[src/hw/ch2_defs.svh]
`ifndef CH2_DEFS_SVH
`define CH2_DEFS_SVH

// amuk_4mhz clocks per 512 Hz frame sequencer tick
`define CH2_FRAME_DIV 8192

// amuk_4mhz clocks per count of the 11-bit period timer
`define CH2_FREQ_PRESCALE 4

`define CH2_ADDR_NR21 2'd0
`define CH2_ADDR_NR22 2'd1
`define CH2_ADDR_NR23 2'd2
`define CH2_ADDR_NR24 2'd3

`endif

[src/hw/ch2_pkg.sv]
package ch2_pkg;

	// 0 is 1/8 high, 1 is 2/8, 2 is 4/8, 3 is 6/8
	typedef logic [1:0] duty_t;

	// envelope volume, also the channel amplitude
	typedef logic [3:0] vol_t;

	// a period of 0 freezes the envelope
	typedef logic [2:0] env_period_t;

	// the channel plays for 64 minus this many length ticks
	typedef logic [5:0] length_t;

	typedef logic [10:0] freq_t;

endpackage

[src/hw/ch2_regs.sv]
`timescale 1ns/1ns
`include "ch2_defs.svh"

module ch2_regs import ch2_pkg::*; (
	input  logic        amuk_4mhz,
	input  logic        arst_n,
	input  logic        wr,
	input  logic [1:0]  addr,
	input  logic [7:0]  wdata,
	output duty_t       duty,
	output length_t     len_load,
	output logic        len_write,
	output vol_t        vol_init,
	output logic        env_up,
	output env_period_t env_period,
	output freq_t       freq,
	output logic        len_en,
	output logic        trigger
);

	always_ff @(posedge amuk_4mhz or negedge arst_n) begin
		if (!arst_n) begin
			duty       <= '0;
			len_load   <= '0;
			len_write  <= 1'b0;
			vol_init   <= '0;
			env_up     <= 1'b0;
			env_period <= '0;
			freq       <= '0;
			len_en     <= 1'b0;
			trigger    <= 1'b0;
		end else begin
			len_write <= 1'b0;
			trigger   <= 1'b0;
			if (wr) begin
				case (addr)
					`CH2_ADDR_NR21: begin
						duty      <= wdata[7:6];
						// kept complemented so the length counter loads 64 - L after +1
						len_load  <= ~wdata[5:0];
						len_write <= 1'b1;
					end
					`CH2_ADDR_NR22: begin
						vol_init   <= wdata[7:4];
						env_up     <= wdata[3];
						env_period <= wdata[2:0];
					end
					`CH2_ADDR_NR23: begin
						freq[7:0] <= wdata;
					end
					`CH2_ADDR_NR24: begin
						freq[10:8] <= wdata[2:0];
						len_en     <= wdata[6];
						trigger    <= wdata[7];
					end
				endcase
			end
		end
	end

endmodule

[src/hw/ch2_control.sv]
`timescale 1ns/1ns
`include "ch2_defs.svh"

module ch2_control import ch2_pkg::*; #(
	parameter int FRAME_DIV = `CH2_FRAME_DIV
) (
	input  logic amuk_4mhz,
	input  logic arst_n,
	input  logic trigger,
	input  vol_t vol_init,
	input  logic env_up,
	input  logic len_en,
	input  logic len_expired,
	output logic restart,
	output logic len_tick,
	output logic env_tick,
	output logic ch2_active
);

	localparam int DIV_W = $clog2(FRAME_DIV);

	logic [DIV_W-1:0] frame_div;
	logic [2:0]       frame_step;
	logic             frame_tick;
	logic             dac_en;

	assign frame_tick = (frame_div == DIV_W'(FRAME_DIV - 1));

	// the DAC is off when the upper five bits of NR22 are all zero
	assign dac_en = (vol_init != '0) || env_up;

	// 512 Hz frame ticks, stepped down to 256 Hz length and 64 Hz envelope ticks
	always_ff @(posedge amuk_4mhz or negedge arst_n) begin
		if (!arst_n) begin
			frame_div  <= '0;
			frame_step <= '0;
			len_tick   <= 1'b0;
			env_tick   <= 1'b0;
		end else begin
			if (frame_tick) begin
				frame_div  <= '0;
				frame_step <= frame_step + 3'd1;
			end else begin
				frame_div <= frame_div + 1'b1;
			end
			len_tick <= frame_tick && frame_step[0];
			env_tick <= frame_tick && (frame_step == 3'd7);
		end
	end

	always_ff @(posedge amuk_4mhz or negedge arst_n) begin
		if (!arst_n) begin
			restart    <= 1'b0;
			ch2_active <= 1'b0;
		end else begin
			restart <= trigger && dac_en;
			if (!dac_en) begin
				ch2_active <= 1'b0;
			end else if (trigger) begin
				// a retrigger wins over a length expiry in the same cycle
				ch2_active <= 1'b1;
			end else if (len_en && len_expired) begin
				ch2_active <= 1'b0;
			end
		end
	end

endmodule

[src/hw/ch2_down_counter.sv]
`timescale 1ns/1ns

module ch2_down_counter import ch2_pkg::*; #(
	parameter type count_t = length_t
) (
	input  logic   amuk_4mhz,
	input  logic   arst_n,
	input  logic   load,
	input  count_t load_value,
	input  logic   tick,
	output logic   expired
);

	count_t count;

	always_ff @(posedge amuk_4mhz or negedge arst_n) begin
		if (!arst_n) begin
			count   <= '0;
			expired <= 1'b0;
		end else begin
			expired <= 1'b0;
			if (load) begin
				count <= load_value;
			end else if (tick && (count != '0)) begin
				count <= count - count_t'(1);
				// only the tick that takes the count from 1 to 0 flags expiry
				if (count == count_t'(1))
					expired <= 1'b1;
			end
		end
	end

endmodule

[src/hw/ch2_freq_timer.sv]
`timescale 1ns/1ns
`include "ch2_defs.svh"

module ch2_freq_timer import ch2_pkg::*; (
	input  logic  amuk_4mhz,
	input  logic  arst_n,
	input  freq_t freq,
	input  logic  restart,
	output logic  step
);

	localparam int PRE_W = $clog2(`CH2_FREQ_PRESCALE + 1);

	logic [PRE_W-1:0] prescale;
	freq_t            period_cnt;
	logic             pre_end;

	assign pre_end = (prescale == PRE_W'(`CH2_FREQ_PRESCALE - 1));

	// counts up from freq to 2047, so one step lasts (2048 - freq) prescaled counts
	always_ff @(posedge amuk_4mhz or negedge arst_n) begin
		if (!arst_n) begin
			prescale   <= '0;
			period_cnt <= '0;
			step       <= 1'b0;
		end else begin
			step <= 1'b0;
			if (restart) begin
				prescale   <= '0;
				period_cnt <= freq;
			end else if (pre_end) begin
				prescale <= '0;
				if (period_cnt == '1) begin
					period_cnt <= freq;
					step       <= 1'b1;
				end else begin
					period_cnt <= period_cnt + 1'b1;
				end
			end else begin
				prescale <= prescale + 1'b1;
			end
		end
	end

endmodule

[src/hw/ch2_envelope.sv]
`timescale 1ns/1ns

module ch2_envelope import ch2_pkg::*; (
	input  logic        amuk_4mhz,
	input  logic        arst_n,
	input  logic        restart,
	input  logic        env_tick,
	input  vol_t        vol_init,
	input  logic        env_up,
	input  env_period_t env_period,
	output vol_t        vol
);

	logic period_expired;

	// reloaded on every expiry, and ticks are ignored while the period is 0
	ch2_down_counter #(
		.count_t(env_period_t)
	) period_cnt_inst (
		.amuk_4mhz  (amuk_4mhz),
		.arst_n     (arst_n),
		.load       (restart || period_expired),
		.load_value (env_period),
		.tick       (env_tick && (env_period != '0)),
		.expired    (period_expired)
	);

	always_ff @(posedge amuk_4mhz or negedge arst_n) begin
		if (!arst_n) begin
			vol <= '0;
		end else if (restart) begin
			vol <= vol_init;
		end else if (period_expired && (env_period != '0)) begin
			if (env_up && (vol != 4'd15))
				vol <= vol + 4'd1;
			else if (!env_up && (vol != 4'd0))
				vol <= vol - 4'd1;
		end
	end

endmodule

[src/hw/ch2_waveform.sv]
`timescale 1ns/1ns

module ch2_waveform import ch2_pkg::*; (
	input  logic  amuk_4mhz,
	input  logic  arst_n,
	input  logic  restart,
	input  logic  step,
	input  duty_t duty,
	input  vol_t  vol,
	input  logic  ch2_active,
	output vol_t  ch2_out
);

	logic [2:0] step_idx;
	logic [2:0] step_idx_next;

	function automatic logic duty_bit(duty_t sel, logic [2:0] idx);
		logic [7:0] pattern;
		case (sel)
			2'd0:    pattern = 8'b1000_0000;
			2'd1:    pattern = 8'b1000_0001;
			2'd2:    pattern = 8'b1110_0001;
			default: pattern = 8'b0111_1110;
		endcase
		return pattern[idx];
	endfunction

	// the output looks at the next index so a step shows up one cycle later
	assign step_idx_next = restart ? 3'd0 : (step ? step_idx + 3'd1 : step_idx);

	always_ff @(posedge amuk_4mhz or negedge arst_n) begin
		if (!arst_n) begin
			step_idx <= '0;
			ch2_out  <= '0;
		end else begin
			step_idx <= step_idx_next;
			ch2_out  <= (duty_bit(duty, step_idx_next) && ch2_active) ? vol : '0;
		end
	end

endmodule

[src/hw/ch2_top.sv]
`timescale 1ns/1ns
`include "ch2_defs.svh"

module ch2_top import ch2_pkg::*; #(
	parameter int FRAME_DIV = `CH2_FRAME_DIV
) (
	input  logic       amuk_4mhz,
	input  logic       arst_n,
	input  logic       wr,
	input  logic [1:0] addr,
	input  logic [7:0] wdata,
	output vol_t       ch2_out,
	output logic       ch2_active
);

	// one bit wider than length_t so that a full 64-tick count fits
	typedef logic [6:0] len_count_t;

	duty_t       duty;
	length_t     len_load;
	logic        len_write;
	vol_t        vol_init;
	logic        env_up;
	env_period_t env_period;
	freq_t       freq;
	logic        len_en;
	logic        trigger;
	logic        restart;
	logic        len_tick;
	logic        env_tick;
	logic        len_expired;
	logic        step;
	vol_t        vol;
	len_count_t  len_load_value;

	assign len_load_value = len_count_t'({1'b0, len_load}) + 7'd1;

	ch2_regs ch2_regs_inst (
		.amuk_4mhz  (amuk_4mhz),
		.arst_n     (arst_n),
		.wr         (wr),
		.addr       (addr),
		.wdata      (wdata),
		.duty       (duty),
		.len_load   (len_load),
		.len_write  (len_write),
		.vol_init   (vol_init),
		.env_up     (env_up),
		.env_period (env_period),
		.freq       (freq),
		.len_en     (len_en),
		.trigger    (trigger)
	);

	ch2_control #(
		.FRAME_DIV(FRAME_DIV)
	) ch2_control_inst (
		.amuk_4mhz   (amuk_4mhz),
		.arst_n      (arst_n),
		.trigger     (trigger),
		.vol_init    (vol_init),
		.env_up      (env_up),
		.len_en      (len_en),
		.len_expired (len_expired),
		.restart     (restart),
		.len_tick    (len_tick),
		.env_tick    (env_tick),
		.ch2_active  (ch2_active)
	);

	// length only counts while NR24 bit 6 is set
	ch2_down_counter #(
		.count_t(len_count_t)
	) len_cnt_inst (
		.amuk_4mhz  (amuk_4mhz),
		.arst_n     (arst_n),
		.load       (len_write || restart),
		.load_value (len_load_value),
		.tick       (len_tick && len_en),
		.expired    (len_expired)
	);

	ch2_freq_timer ch2_freq_timer_inst (
		.amuk_4mhz (amuk_4mhz),
		.arst_n    (arst_n),
		.freq      (freq),
		.restart   (restart),
		.step      (step)
	);

	ch2_envelope ch2_envelope_inst (
		.amuk_4mhz  (amuk_4mhz),
		.arst_n     (arst_n),
		.restart    (restart),
		.env_tick   (env_tick),
		.vol_init   (vol_init),
		.env_up     (env_up),
		.env_period (env_period),
		.vol        (vol)
	);

	ch2_waveform ch2_waveform_inst (
		.amuk_4mhz  (amuk_4mhz),
		.arst_n     (arst_n),
		.restart    (restart),
		.step       (step),
		.duty       (duty),
		.vol        (vol),
		.ch2_active (ch2_active),
		.ch2_out    (ch2_out)
	);

endmodule

[config.mk]
export PLATFORM = sky130hd
export DESIGN_NAME = ch2_top
export DESIGN_NICKNAME = d
export VERILOG_FILES = /design/src/hw/ch2_pkg.sv /design/src/hw/ch2_regs.sv /design/src/hw/ch2_control.sv /design/src/hw/ch2_down_counter.sv /design/src/hw/ch2_freq_timer.sv /design/src/hw/ch2_envelope.sv /design/src/hw/ch2_waveform.sv /design/src/hw/ch2_top.sv
export VERILOG_INCLUDE_DIRS = /design/src /design/src/hw
export SDC_FILE = /design/constraint.sdc
export NUM_CORES = 1
export LEC_CHECK = 0
export ABC_AREA = 1
export BUFFER_PORTS_ARGS = -buffer_cell sky130_fd_sc_hd__buf_2
export CELL_PAD_IN_SITES_DETAIL_PLACEMENT = 1
export CELL_PAD_IN_SITES_GLOBAL_PLACEMENT = 1
export CORE_ASPECT_RATIO = 0.7
export CORE_MARGIN = 3
export CORE_UTILIZATION = 40
export CTS_CLUSTER_DIAMETER = 120
export DETAILED_ROUTE_END_ITERATION = 7
export PLACE_DENSITY_LB_ADDON = 0.1
export SETUP_SLACK_MARGIN = 0.05
export SYNTH_ARGS = -nofsm -noshare
export SYNTH_HDL_FRONTEND = slang
export SYNTH_HIERARCHICAL = 1
export SYNTH_SLANG_ARGS = --single-unit
[constraint.sdc]
create_clock -name amuk_4mhz -period 2.3 [get_ports amuk_4mhz]
set_input_delay 0.115 -clock amuk_4mhz [delete_from_list [all_inputs] [get_ports amuk_4mhz]]
set_output_delay 0.115 -clock amuk_4mhz [all_outputs]
set_load 0.02 [all_outputs]
==> results.toml, run 1 <==
[drt]
routedWlPerCell_um = 14.7
vias_per_cell = 4.92
drcViolationCount = 0
ant_nets = 0
firstDrtPassIters = 4
vias = 4136
drt-initial-drc-count = 139
routed_wl_mm = 12.3

[die]
start_util = 0.419
core_mm2 = 0.0120
pin_count = 18
row_count = 33
die_w_um = 140
dieArea_mm2 = 0.0140
die_y_um = 99.9

[cts]
clockRootBuffer = "clkbuf_16"
cts-htree-levels = 3
cts_sinks = 88
clk_latency_ns = 0.34
cts_buffer_depth = 2
cts_tree = "built"
post_cts_buffers = 0
cts_buffers = 9
clkSlewWorstSetupHoldPaths_ns = 0.06
cts_resized = 0

[sta]
fin_ws_ns = 0.492
tightestPinTransition_ns = 0.656
fin_crit_ns = 1.81
max_freq_ghz = 0.553
setup_viol = 0
slew_headroom = 0.563
clock_skew_ns = 0.00509
period_share = 0.786
rsz0062_at_grt = "no"
fin_tns_setup_ns = 0
slew_violations = 0
hold_violations = 0

[power]
switchingPower_w = 0.00185
power.density_mw_per_mm2 = 930
pwr-share-clk = 0.297
p_sw_frac = 0.356
max-vdd-ir-drop_mv = 0.427
comb_power_share = 0.286
power.internal_w = 0.00335
power_frac_seq = 0.417
p_leak_nw = 3.02

[final_layout]
syn_to_final_growth_pct = 11.0
nNetsFinal = 710
drive_above_1_share = 0.135
multiInputGateArea_mm2 = 0.00236
final_common_cell = "nand2_1"
fillers = 1536
num_antenna_cells = 0
most-common-layout-cells = "nand2_1, dfrtp_1, inv_1"
ff_latch_area_mm2 = 0.00220

[worst_setup_path]
max_stage_delay_ns = 0.50
cp_cell_sequence = "nand2_2 > o21ai_4 > ha_1 > a21oi_1 > nand2_1 > nand3b_1 > nand2_1 > nand2_1 > nand2_1"
slowest_stage = "dfrtp_1"
cp-end-kind = "flop"
rrSetupSlack_ns = 0.49
path_class = "flop to flop"
crit_required_ns = 2.58
crit_fanout = 7
worstPathArrival_ns = 2.09
startpoint_type = "flop"
path_common_cell = "nand2_1"

[synthesis]
synth_top_area_share = 0.437
syn-num-nets = 689
synth_xor_area_frac = 0.0191
syn_inst = 658
synthFlopType = "dfrtp_1"
synth_simple_gate_area_frac = 0.368
synth.distinct_cells = 35
syn_area_mm2 = 0.00504
post_synth.cell_area_avg_um2 = 7.66
synthAdderAreaFrac = 0.0462
async_flop_share = 1.00
synthTopCellsByArea = "dfrtp_1, nand2_1, inv_1, nand3_1, ha_1"
yosysTopAreaCell = "dfrtp_1"
synth_edf_count = 0
synth_top_family_by_area = "simple AND/OR/NAND/NOR gates"
synth-warning-count = 6
synthMuxAreaShare = 0
synth_seq_cells = 88
yosysSeqAreaShare = 0.437
synth-compound-area-share = 0.0353

[global_routing]
grt_pass1_wl_mm = 21.4
grt_max_degree = 44
grt_overflow = 0
grt.total_usage = 0.188
grt_pass1_vias = 4430
antenna_found_initial = 0

[placed_design]
pre_cts_slack_ns = 0.523
place_congestion = 0.827
post-dp-hpwl_mm = 9.24
numPortBuffers = 17

[status]
run_status = "completed"

[flow_run]
cap_violations = 0

[worst_hold_path]
hold_path.class = "input port to flop"
## cells by family after synthesis
group                      count (synthesis)
and+or+nand+nor                          398
AOI/OAI and AO/OA                         31
xor gates and xnor gates                  11
buffers and inverters                    112
adders and majority gates                 18
DFF                                       88
## through the flow
stage | hold slack, ns | utilization | std cells | cell area [um^2] | power (W)
2_1_floorplan | -0.181 | - | 658 | 5040 | 0.00325
3_3_place_gp | 0.178 | 0.438 | 824 | 5260 | 0.00361
3_5_place_dp | 0.182 | 0.438 | 824 | 5260 | 0.00368
4_1_cts | 0.0192 | 0.465 | 841 | 5590 | 0.00528
5_1_grt | 0.0573 | 0.465 | 841 | 5590 | 0.00562
6_report | 0.0345 | 0.465 | 841 | 5590 | 0.00520
## path summary, 6_finish.rpt
path	endpoint	depth (start not counted)	from
setup / recovery	ch2_envelope_inst/vol[3]$_DFFE_PN0P_	9	ch2_envelope_inst/vol[0]$_DFFE_PN0P_
hold / removal	ch2_regs_inst/trigger$_DFF_PN0_	3	wdata[7]
setup reg to reg	ch2_envelope_inst/vol[3]$_DFFE_PN0P_	9	ch2_envelope_inst/vol[0]$_DFFE_PN0P_
hold reg to reg	ch2_freq_timer_inst/prescale[0]$_DFF_PN0_	1	ch2_freq_timer_inst/prescale[0]$_DFF_PN0_
max in group asynchronous	ch2_freq_timer_inst/period_cnt[2]$_DFFE_PN0P_	3	arst_n
min in group asynchronous	len_cnt_inst/count[3]$_DFFE_PN0P_	2	arst_n
## synth_stat cells, types with 6 or more instances
cell type,n
nand4_1,24
dfrtp_1,88
nand3_1,56
nand2_4,6
inv_1,87
nor2_2,6
o21ai_0,13
nor2_1,43
xor2_1,7
nand2_1,222
a21oi_1,8
nor3_1,9
ha_1,17
nand2_2,15
inv_2,12
## worst max-delay path, delay by kind of cell, from the launching register on
family                     cells  cell delay (ns)
and+or+nand+nor                6             0.52
AOI/OAI and AO/OA              2             0.41
adders and majority gates      1             0.32
DFF                            1             0.50
## flip-flops by register name, indices dropped and copies added, names as in the netlist, 2 cells and up
register                                 cells
ch2_control_inst/frame_div                  13
ch2_freq_timer_inst/period_cnt              11
ch2_regs_inst/freq                          11
len_cnt_inst/count                           7
ch2_regs_inst/len_load                       6
ch2_envelope_inst/vol                        4
ch2_regs_inst/vol_init                       4
ch2_waveform_inst/ch2_out                    4
ch2_control_inst/frame_step                  3
ch2_envelope_inst/period_cnt_inst/count      3
ch2_freq_timer_inst/prescale                 3
ch2_regs_inst/env_period                     3
ch2_waveform_inst/step_idx                   3
ch2_regs_inst/duty                           2
## metal layers
layer,vias to the layer above,routed length [um],global-route usage
li1,2091,-,-
met4,0,119,0.0447
met3,12,237,0.0367
met5,-,0,0
met1,2007,6300,0.255
met2,26,5670,0.316
## power by group through the flow
stage          Sequential [W]  Combinational (W)  Clock, W
2_1_floorplan         0.00211            0.00113         0
3_3_place_gp          0.00217            0.00144         0
3_5_place_dp          0.00219            0.00149         0
4_1_cts               0.00217            0.00152   0.00160
5_1_grt               0.00222            0.00174   0.00166
6_report              0.00217            0.00149   0.00154
## final cells by class
cell class | instances | share of cell area
Clock buffer | 14 | 0.0508
Clock inverter | 2 | 0.00627
Tap cell | 157 | 0.0351
Sequential cell | 88 | 0.394
Multi-Input combinational cell | 458 | 0.422
Timing Repair Buffer | 20 | 0.0224
Inverter | 102 | 0.0694
## repair_timing
item,4_1_cts,5_1_grt
endpoints found under the hold margin,41,0
setup endpoints to repair,0,0
hold buffers,1,0
(Power assumes the default switching activity.)
==> run 2, diff against run 1 <==
--- a/config.mk
+++ b/config.mk
@@ -6,7 +6,7 @@
 export SDC_FILE = /design/constraint.sdc
 export NUM_CORES = 1
 export LEC_CHECK = 0
-export ABC_AREA = 1
+export ABC_AREA = 0
 export BUFFER_PORTS_ARGS = -buffer_cell sky130_fd_sc_hd__buf_2
 export CELL_PAD_IN_SITES_DETAIL_PLACEMENT = 1
 export CELL_PAD_IN_SITES_GLOBAL_PLACEMENT = 1
==> constraint.sdc (replaced) <==
create_clock -name amuk_4mhz -period 1.65 [get_ports amuk_4mhz]
set_input_delay 0.0825 -clock amuk_4mhz [delete_from_list [all_inputs] [get_ports amuk_4mhz]]
set_output_delay 0.0825 -clock amuk_4mhz [all_outputs]
set_load 0.02 [all_outputs]
==> run 2 against run 1 <==
Cell area up 2.5%; die area down 7.3%; setup slack worse by 0.52 ns; combinational power up 46%; critical endpoint unchanged; first-iteration DRC count up 74%; highest routed layer unchanged; critical path depth down 1; the flow now finishes with violations (setup timing); synthesized cell count down 36%; via count down 16%; sequential power up 36%; global-route usage down 0.11 points; largest power group unchanged; clock skew up 0.0028 ns.
==> results.toml, run 2 <==
[drt]
routed_wl_mm = 11.5
drt-initial-drc-count = 242
dr_wl_met2_mm = 5.24
firstDrtPassIters = 4
met1Wirelength_mm = 5.79
ant_nets = 0
routedWlPerCell_um = 17.8
vias = 3472
top_layer = "met4"
vias_per_cell = 5.37
wl_met3_um = 296
drcViolationCount = 0

[sta]
setup_viol = 2
max_freq_ghz = 0.596
hold_violations = 0
fin_tns_setup_ns = -0.0350
fin_crit_ns = 1.68
clock_skew_ns = 0.00787
rsz0062_at_grt = "yes"
tightestPinTransition_ns = 0.611
fin_ws_ns = -0.0285
period_share = 1.02
slew_violations = 0
slew_headroom = 0.592

[synthesis]
syn-num-nets = 452
synth.distinct_cells = 79
async_flop_share = 1.00
synth_most_common_cell = "dfrtp_1"
synth_edf_count = 0
yosysTopAreaCell = "dfrtp_1"
post_synth.cell_area_avg_um2 = 11.0
synth-compound-area-share = 0.127
synth_simple_gate_area_frac = 0.200
synth_seq_cells = 88
synth_xor_area_frac = 0.0318
synth_top_family_by_area = "simple AND/OR/NAND/NOR gates"
synthAdderAreaFrac = 0.0501
synthTopCellsByArea = "dfrtp_1, mux2_2, ha_1, a21oi_1, nand2_1"
yosysSeqAreaShare = 0.474
synth-warning-count = 6
synthFlopType = "dfrtp_1"
syn_area_mm2 = 0.00465
post_synth_most_frequent_cells = "dfrtp_1, nand2_1, inv_1"
synthMuxAreaShare = 0.0773
syn_inst = 421
synth_top_area_share = 0.474

[placed_design]
postPlaceCellArea_mm2 = 0.00516
post-dp-hpwl_mm = 8.23
place_congestion = 0.819
numPortBuffers = 17
pre_cts_slack_ns = -0.0232

[cts]
cts_sinks = 88
cts-htree-levels = 3
cts_buffers = 9
clk_latency_ns = 0.34
cts_buffer_depth = 2
cts_tree = "built"
clockRootBuffer = "clkbuf_16"
clkSlewWorstSetupHoldPaths_ns = 0.06

[global_routing]
grt_max_degree = 40
antenna_found_initial = 0
grt.total_usage = 0.187
grt_pass1_vias = 3596
grt_pass1_wl_mm = 18.8
grt_overflow = 0

[worst_setup_path]
max_stage_delay_ns = 0.40
slowest_stage = "dfrtp_2"
cp_cell_sequence = "and3_4 > nand2_4 > nand2_4 > ha_4 > a21o_4 > a21oi_4 > xor2_2 > o211ai_2"
worstPathArrival_ns = 1.90
crit_fanout = 3
cp_num_buf_inv = 0
path_common_cell = "nand2_4"
startpoint_type = "flop"
critPathTopFamily = "compound AO/OA/AOI/OAI gates"
path_class = "flop to flop"
crit_required_ns = 1.87
cp-end-kind = "flop"

[final_layout]
final_area_mm2 = 0.00573
syn_to_final_growth_pct = 23.3
reg_top3 = "ch2_control_inst/frame_div: 13 flops, ch2_freq_timer_inst/period_cnt: 11 flops, ch2_regs_inst/freq: 11 flops"
num_antenna_cells = 0
final_core_util = 0.513
most-common-layout-cells = "dfrtp_1, buf_4, nand2_1"
fillers = 1183
largest_reg_flops = 13
drive_above_1_share = 0.349
top_register = "ch2_control_inst/frame_div"
nNetsFinal = 519
final_common_cell = "dfrtp_1"

[die]
die_y_um = 96.2
die_w_um = 135
core_mm2 = 0.0112
dieArea_mm2 = 0.0130
pin_count = 18
start_util = 0.416
row_count = 32

[power]
power.density_mw_per_mm2 = 1240
design_power_total_w = 0.00708
p_leak_nw = 2.59
max-vdd-ir-drop_mv = 0.535

[worst_hold_path]
hold_path.class = "input port to flop"

[flow_run]
cap_violations = 0

[status]
violations = "setup timing"
run_status = "complete, but fails checks"
## run 2: cell types whose count changed after synthesis, sizes merged, moves of 17 or more
cell   change
inv       -75
nand3     -46
nor2      -34
nand2    -215
mux2      +25
a21oi     +17
## run 2: cell families after synthesis
family | Yosys count
DFF | 88
and+or+nand+nor | 151
muxes | 32
adders and majority gates | 18
AOI/OAI and AO/OA | 78
xor gates and xnor gates | 16
buffers and inverters | 38
## run 2: repair_timing
item	4_1_cts	5_1_grt
setup buffers	4	7
hold endpoints to repair	40	0
gates resized for setup	7	31
setup endpoints to repair	10	37
pin swaps	10	11
hold buffers	5	0
## run 2: final cells by class
| type | instances | area (um^2) | area share |
|---|---|---|---|
| Timing Repair Buffer | 69 | 507 | 0.0884 |
| Tap cell | 153 | 191 | 0.0334 |
| Inverter | 25 | 93.8 | 0.0164 |
| Clock buffer | 11 | 243 | 0.0424 |
| Multi-Input combinational cell | 295 | 2440 | 0.427 |
| Clock inverter | 5 | 42.5 | 0.00743 |
| Sequential cell | 88 | 2210 | 0.385 |
## run 2: final timing paths
| check | slack (ns) | end | cells after the start | from |
|---|---|---|---|---|
| max | -0.03 | ch2_envelope_inst/vol[3]$_DFFE_PN0P_ | 8 | ch2_envelope_inst/vol[1]$_DFFE_PN0P_ |
| min | 0.02 | ch2_regs_inst/len_load[1]$_DFFE_PN0P_ | 2 | wdata[1] |
| max reg2reg | -0.03 | ch2_envelope_inst/vol[3]$_DFFE_PN0P_ | 8 | ch2_envelope_inst/vol[1]$_DFFE_PN0P_ |
| min reg2reg | 0.45 | ch2_freq_timer_inst/prescale[0]$_DFF_PN0_ | 1 | ch2_freq_timer_inst/prescale[0]$_DFF_PN0_ |
| max in group asynchronous | 0.77 | ch2_regs_inst/len_load[3]$_DFFE_PN0P_ | 3 | arst_n |
| min in group asynchronous | 0.28 | ch2_waveform_inst/step_idx[1]$_DFF_PN0_ | 2 | arst_n |
## run 2: metal layers
layer / GRT usage / vias up
met2: 0.288 / 39
met3: 0.0418 / 13
met1: 0.267 / 1751
met4: 0.0542 / 0
met5: 0 / -
li1: - / 1669
## run 2: stage by stage
step                hold slack (ns)  cells
finish                       0.0182    646
global route                 0.0338    646
CTS                          0.0194    639
detailed placement            0.112    614
global placement              0.104    614
floorplan                    -0.213    421
## run 2: report_power, final
part / internal, W / switching (W) / total (W)
registers: 0.00257 / 0.000392 / 0.00296
logic: 0.00107 / 0.00110 / 0.00217
clock network: 0.00107 / 0.000875 / 0.00195
==> run 3, diff against run 2 <==
--- a/config.mk
+++ b/config.mk
@@ -15,8 +15,8 @@
 export CORE_UTILIZATION = 40
 export CTS_CLUSTER_DIAMETER = 120
 export DETAILED_ROUTE_END_ITERATION = 7
-export PLACE_DENSITY_LB_ADDON = 0.1
-export SETUP_SLACK_MARGIN = 0.05
+export PLACE_DENSITY = 0.75
+export SETUP_SLACK_MARGIN = 0.2
 export SYNTH_ARGS = -nofsm -noshare
 export SYNTH_HDL_FRONTEND = slang
 export SYNTH_HIERARCHICAL = 1
==> constraint.sdc (replaced) <==
create_clock -name amuk_4mhz -period 1.45 [get_ports amuk_4mhz]
set_input_delay 0.0725 -clock amuk_4mhz [delete_from_list [all_inputs] [get_ports amuk_4mhz]]
set_output_delay 0.0725 -clock amuk_4mhz [all_outputs]
set_load 0.02 [all_outputs]
==> run 3 against run 2 <==
The flow still finishes with violations (setup timing); critical path depth is 2 lower; clock skew barely moved; critical endpoint is now ch2_waveform_inst/ch2_out[2]$_DFF_PN0_; sequential power up 17%.
==> results.toml, run 3 (synthesized netlist as in run 2, its figures left out) <==
[final_layout]
final_common_cell = "buf_4"
syn_to_final_growth_pct = 50.3
drive_above_1_share = 0.560
reg_top3 = "ch2_control_inst/frame_div: 13 flops, ch2_freq_timer_inst/period_cnt: 11 flops, ch2_regs_inst/freq: 11 flops"
stdcell_count = 729
final_area_mm2 = 0.00698
fillers = 1116
nNetsFinal = 601
top_register = "ch2_control_inst/frame_div"
most-common-layout-cells = "buf_4, dfrtp_1, buf_6"
largest_reg_flops = 13

[global_routing]
antenna_found_initial = 0
grt_pass1_vias = 4394
grt.total_usage = 0.239
grt_max_degree = 41
grt_pass1_wl_mm = 23.9
grt_overflow = 0

[sta]
whs_ns = 0.0321
fin_crit_ns = 1.68
setup_viol = 26
fin_tns_setup_ns = -2.96
hold_violations = 0
rsz0062_at_grt = "yes"
max_freq_ghz = 0.596
clock_skew_ns = 0.00815
tightestPinTransition_ns = 0.543
slew_headroom = 0.638
slew_violations = 0
fin_ws_ns = -0.228
period_share = 1.16

[placed_design]
numPortBuffers = 17
place_congestion = 0.836
post-dp-hpwl_mm = 8.94
postPlaceCellArea_mm2 = 0.00549
placedCellCount = 645

[drt]
firstDrtPassIters = 5
drcViolationCount = 0
vias = 4168
drt-initial-drc-count = 296
routed_wl_mm = 17.1
vias_per_cell = 5.72
ant_nets = 0
routedWlPerCell_um = 23.5

[die]
row_count = 32
core_mm2 = 0.0112
pin_count = 18
start_util = 0.416
dieArea_mm2 = 0.0130
die_w_um = 135
die_y_um = 96.2

[flow_run]
cap_violations = 0

[cts]
cts_buffers = 9
cts_buffer_depth = 2
cts_sinks = 88
clockRootBuffer = "clkbuf_16"
cts_tree = "built"
clkSlewWorstSetupHoldPaths_ns = 0.06
clk_latency_ns = 0.34
cts-htree-levels = 3

[power]
p_leak_nw = 3.16
design_power_total_w = 0.00989
power.density_mw_per_mm2 = 1420
max-vdd-ir-drop_mv = 0.977

[status]
run_status = "complete, but fails checks"
violations = "setup timing"

[worst_setup_path]
path_class = "flop to flop"
cp-end-kind = "flop"
crit_required_ns = 1.67
crit_fanout = 4
startpoint_type = "flop"
worstPathArrival_ns = 1.90

[worst_hold_path]
hold_path.class = "input port to flop"
==> run 3: changes by cell type in the layout (fill, tap and decap cells not counted), sizes merged, moves of 2 or more <==
cell	change
bufinv	+2
or2	+3
buf	+78
clkinv	-3
clkbuf	+2
==> run 3: worst paths after layout <==
check,slack [ns],start,cells past startpoint,endpoint
hold reg to reg,0.51,ch2_regs_inst/freq[2]$_DFFE_PN0P_,1,ch2_regs_inst/freq[2]$_DFFE_PN0P_
max in group asynchronous,0.58,arst_n,3,ch2_regs_inst/len_load[0]$_DFFE_PN0P_
setup reg to reg,-0.23,ch2_regs_inst/duty[0]$_DFFE_PN0P_,6,ch2_waveform_inst/ch2_out[2]$_DFF_PN0_
hold / removal,0.03,wdata[6],2,ch2_regs_inst/duty[0]$_DFFE_PN0P_
min in group asynchronous,0.26,arst_n,2,ch2_control_inst/frame_step[2]$_DFFE_PN0N_
setup / recovery,-0.23,ch2_regs_inst/duty[0]$_DFFE_PN0P_,6,ch2_waveform_inst/ch2_out[2]$_DFF_PN0_
==> run 3: what timing repair did <==
item / in CTS / in global routing
gates resized for setup: 94 / 59
endpoints found under the hold margin: 39 / 0
pin swaps: 55 / 33
setup buffers: 38 / 20
endpoints found under the setup margin: 49 / 53
cloned: 3 / 0
hold buffers: 6 / 0
==> run 3: power by group <==
part / internal (W) / total [W] / switching, W
registers: 0.00294 / 0.00346 / 0.000528
logic: 0.00199 / 0.00386 / 0.00187
clock network: 0.00156 / 0.00257 / 0.00101
total: 0.00648 / 0.00989 / 0.00341
==> run 3: through the flow <==
stage,util,worst slack [ns]
floorplan,-,-0.198
global placement,0.492,-0.157
detailed placement,0.492,-0.221
CTS,0.588,-0.208
global route,0.625,-0.302
finish,0.625,-0.228
==> run 3: final cells by class <==
cell class,count,area [um^2],share of cell area
Clock buffer,13,250,0.0358
Sequential cell,88,2220,0.317
Clock inverter,3,65.1,0.00932
Multi-Input combinational cell,298,2890,0.413
Inverter,25,93.8,0.0134
Antenna cell,1,2.50,0.000358
Timing Repair Buffer,148,1280,0.183
Tap cell,153,191,0.0274
==> run 3: metal layers <==
metal / global-route usage / up-vias / wire (um)
li1: - / 1832 / -
met1: 0.306 / 2166 / 7260
met2: 0.419 / 135 / 8820
met3: 0.0402 / 35 / 675
met4: 0.0746 / 0 / 395
met5: 0 / - / 0
==> run 3: worst max-delay path: stages, from the launching register on <==
cell and delay [ns]:
dfrtp_1 0.41, inv_1 0.07, ha_2 0.19, or4b_4 0.48, a21oi_2 0.11, a311o_2 0.20
o22ai_2 0.11
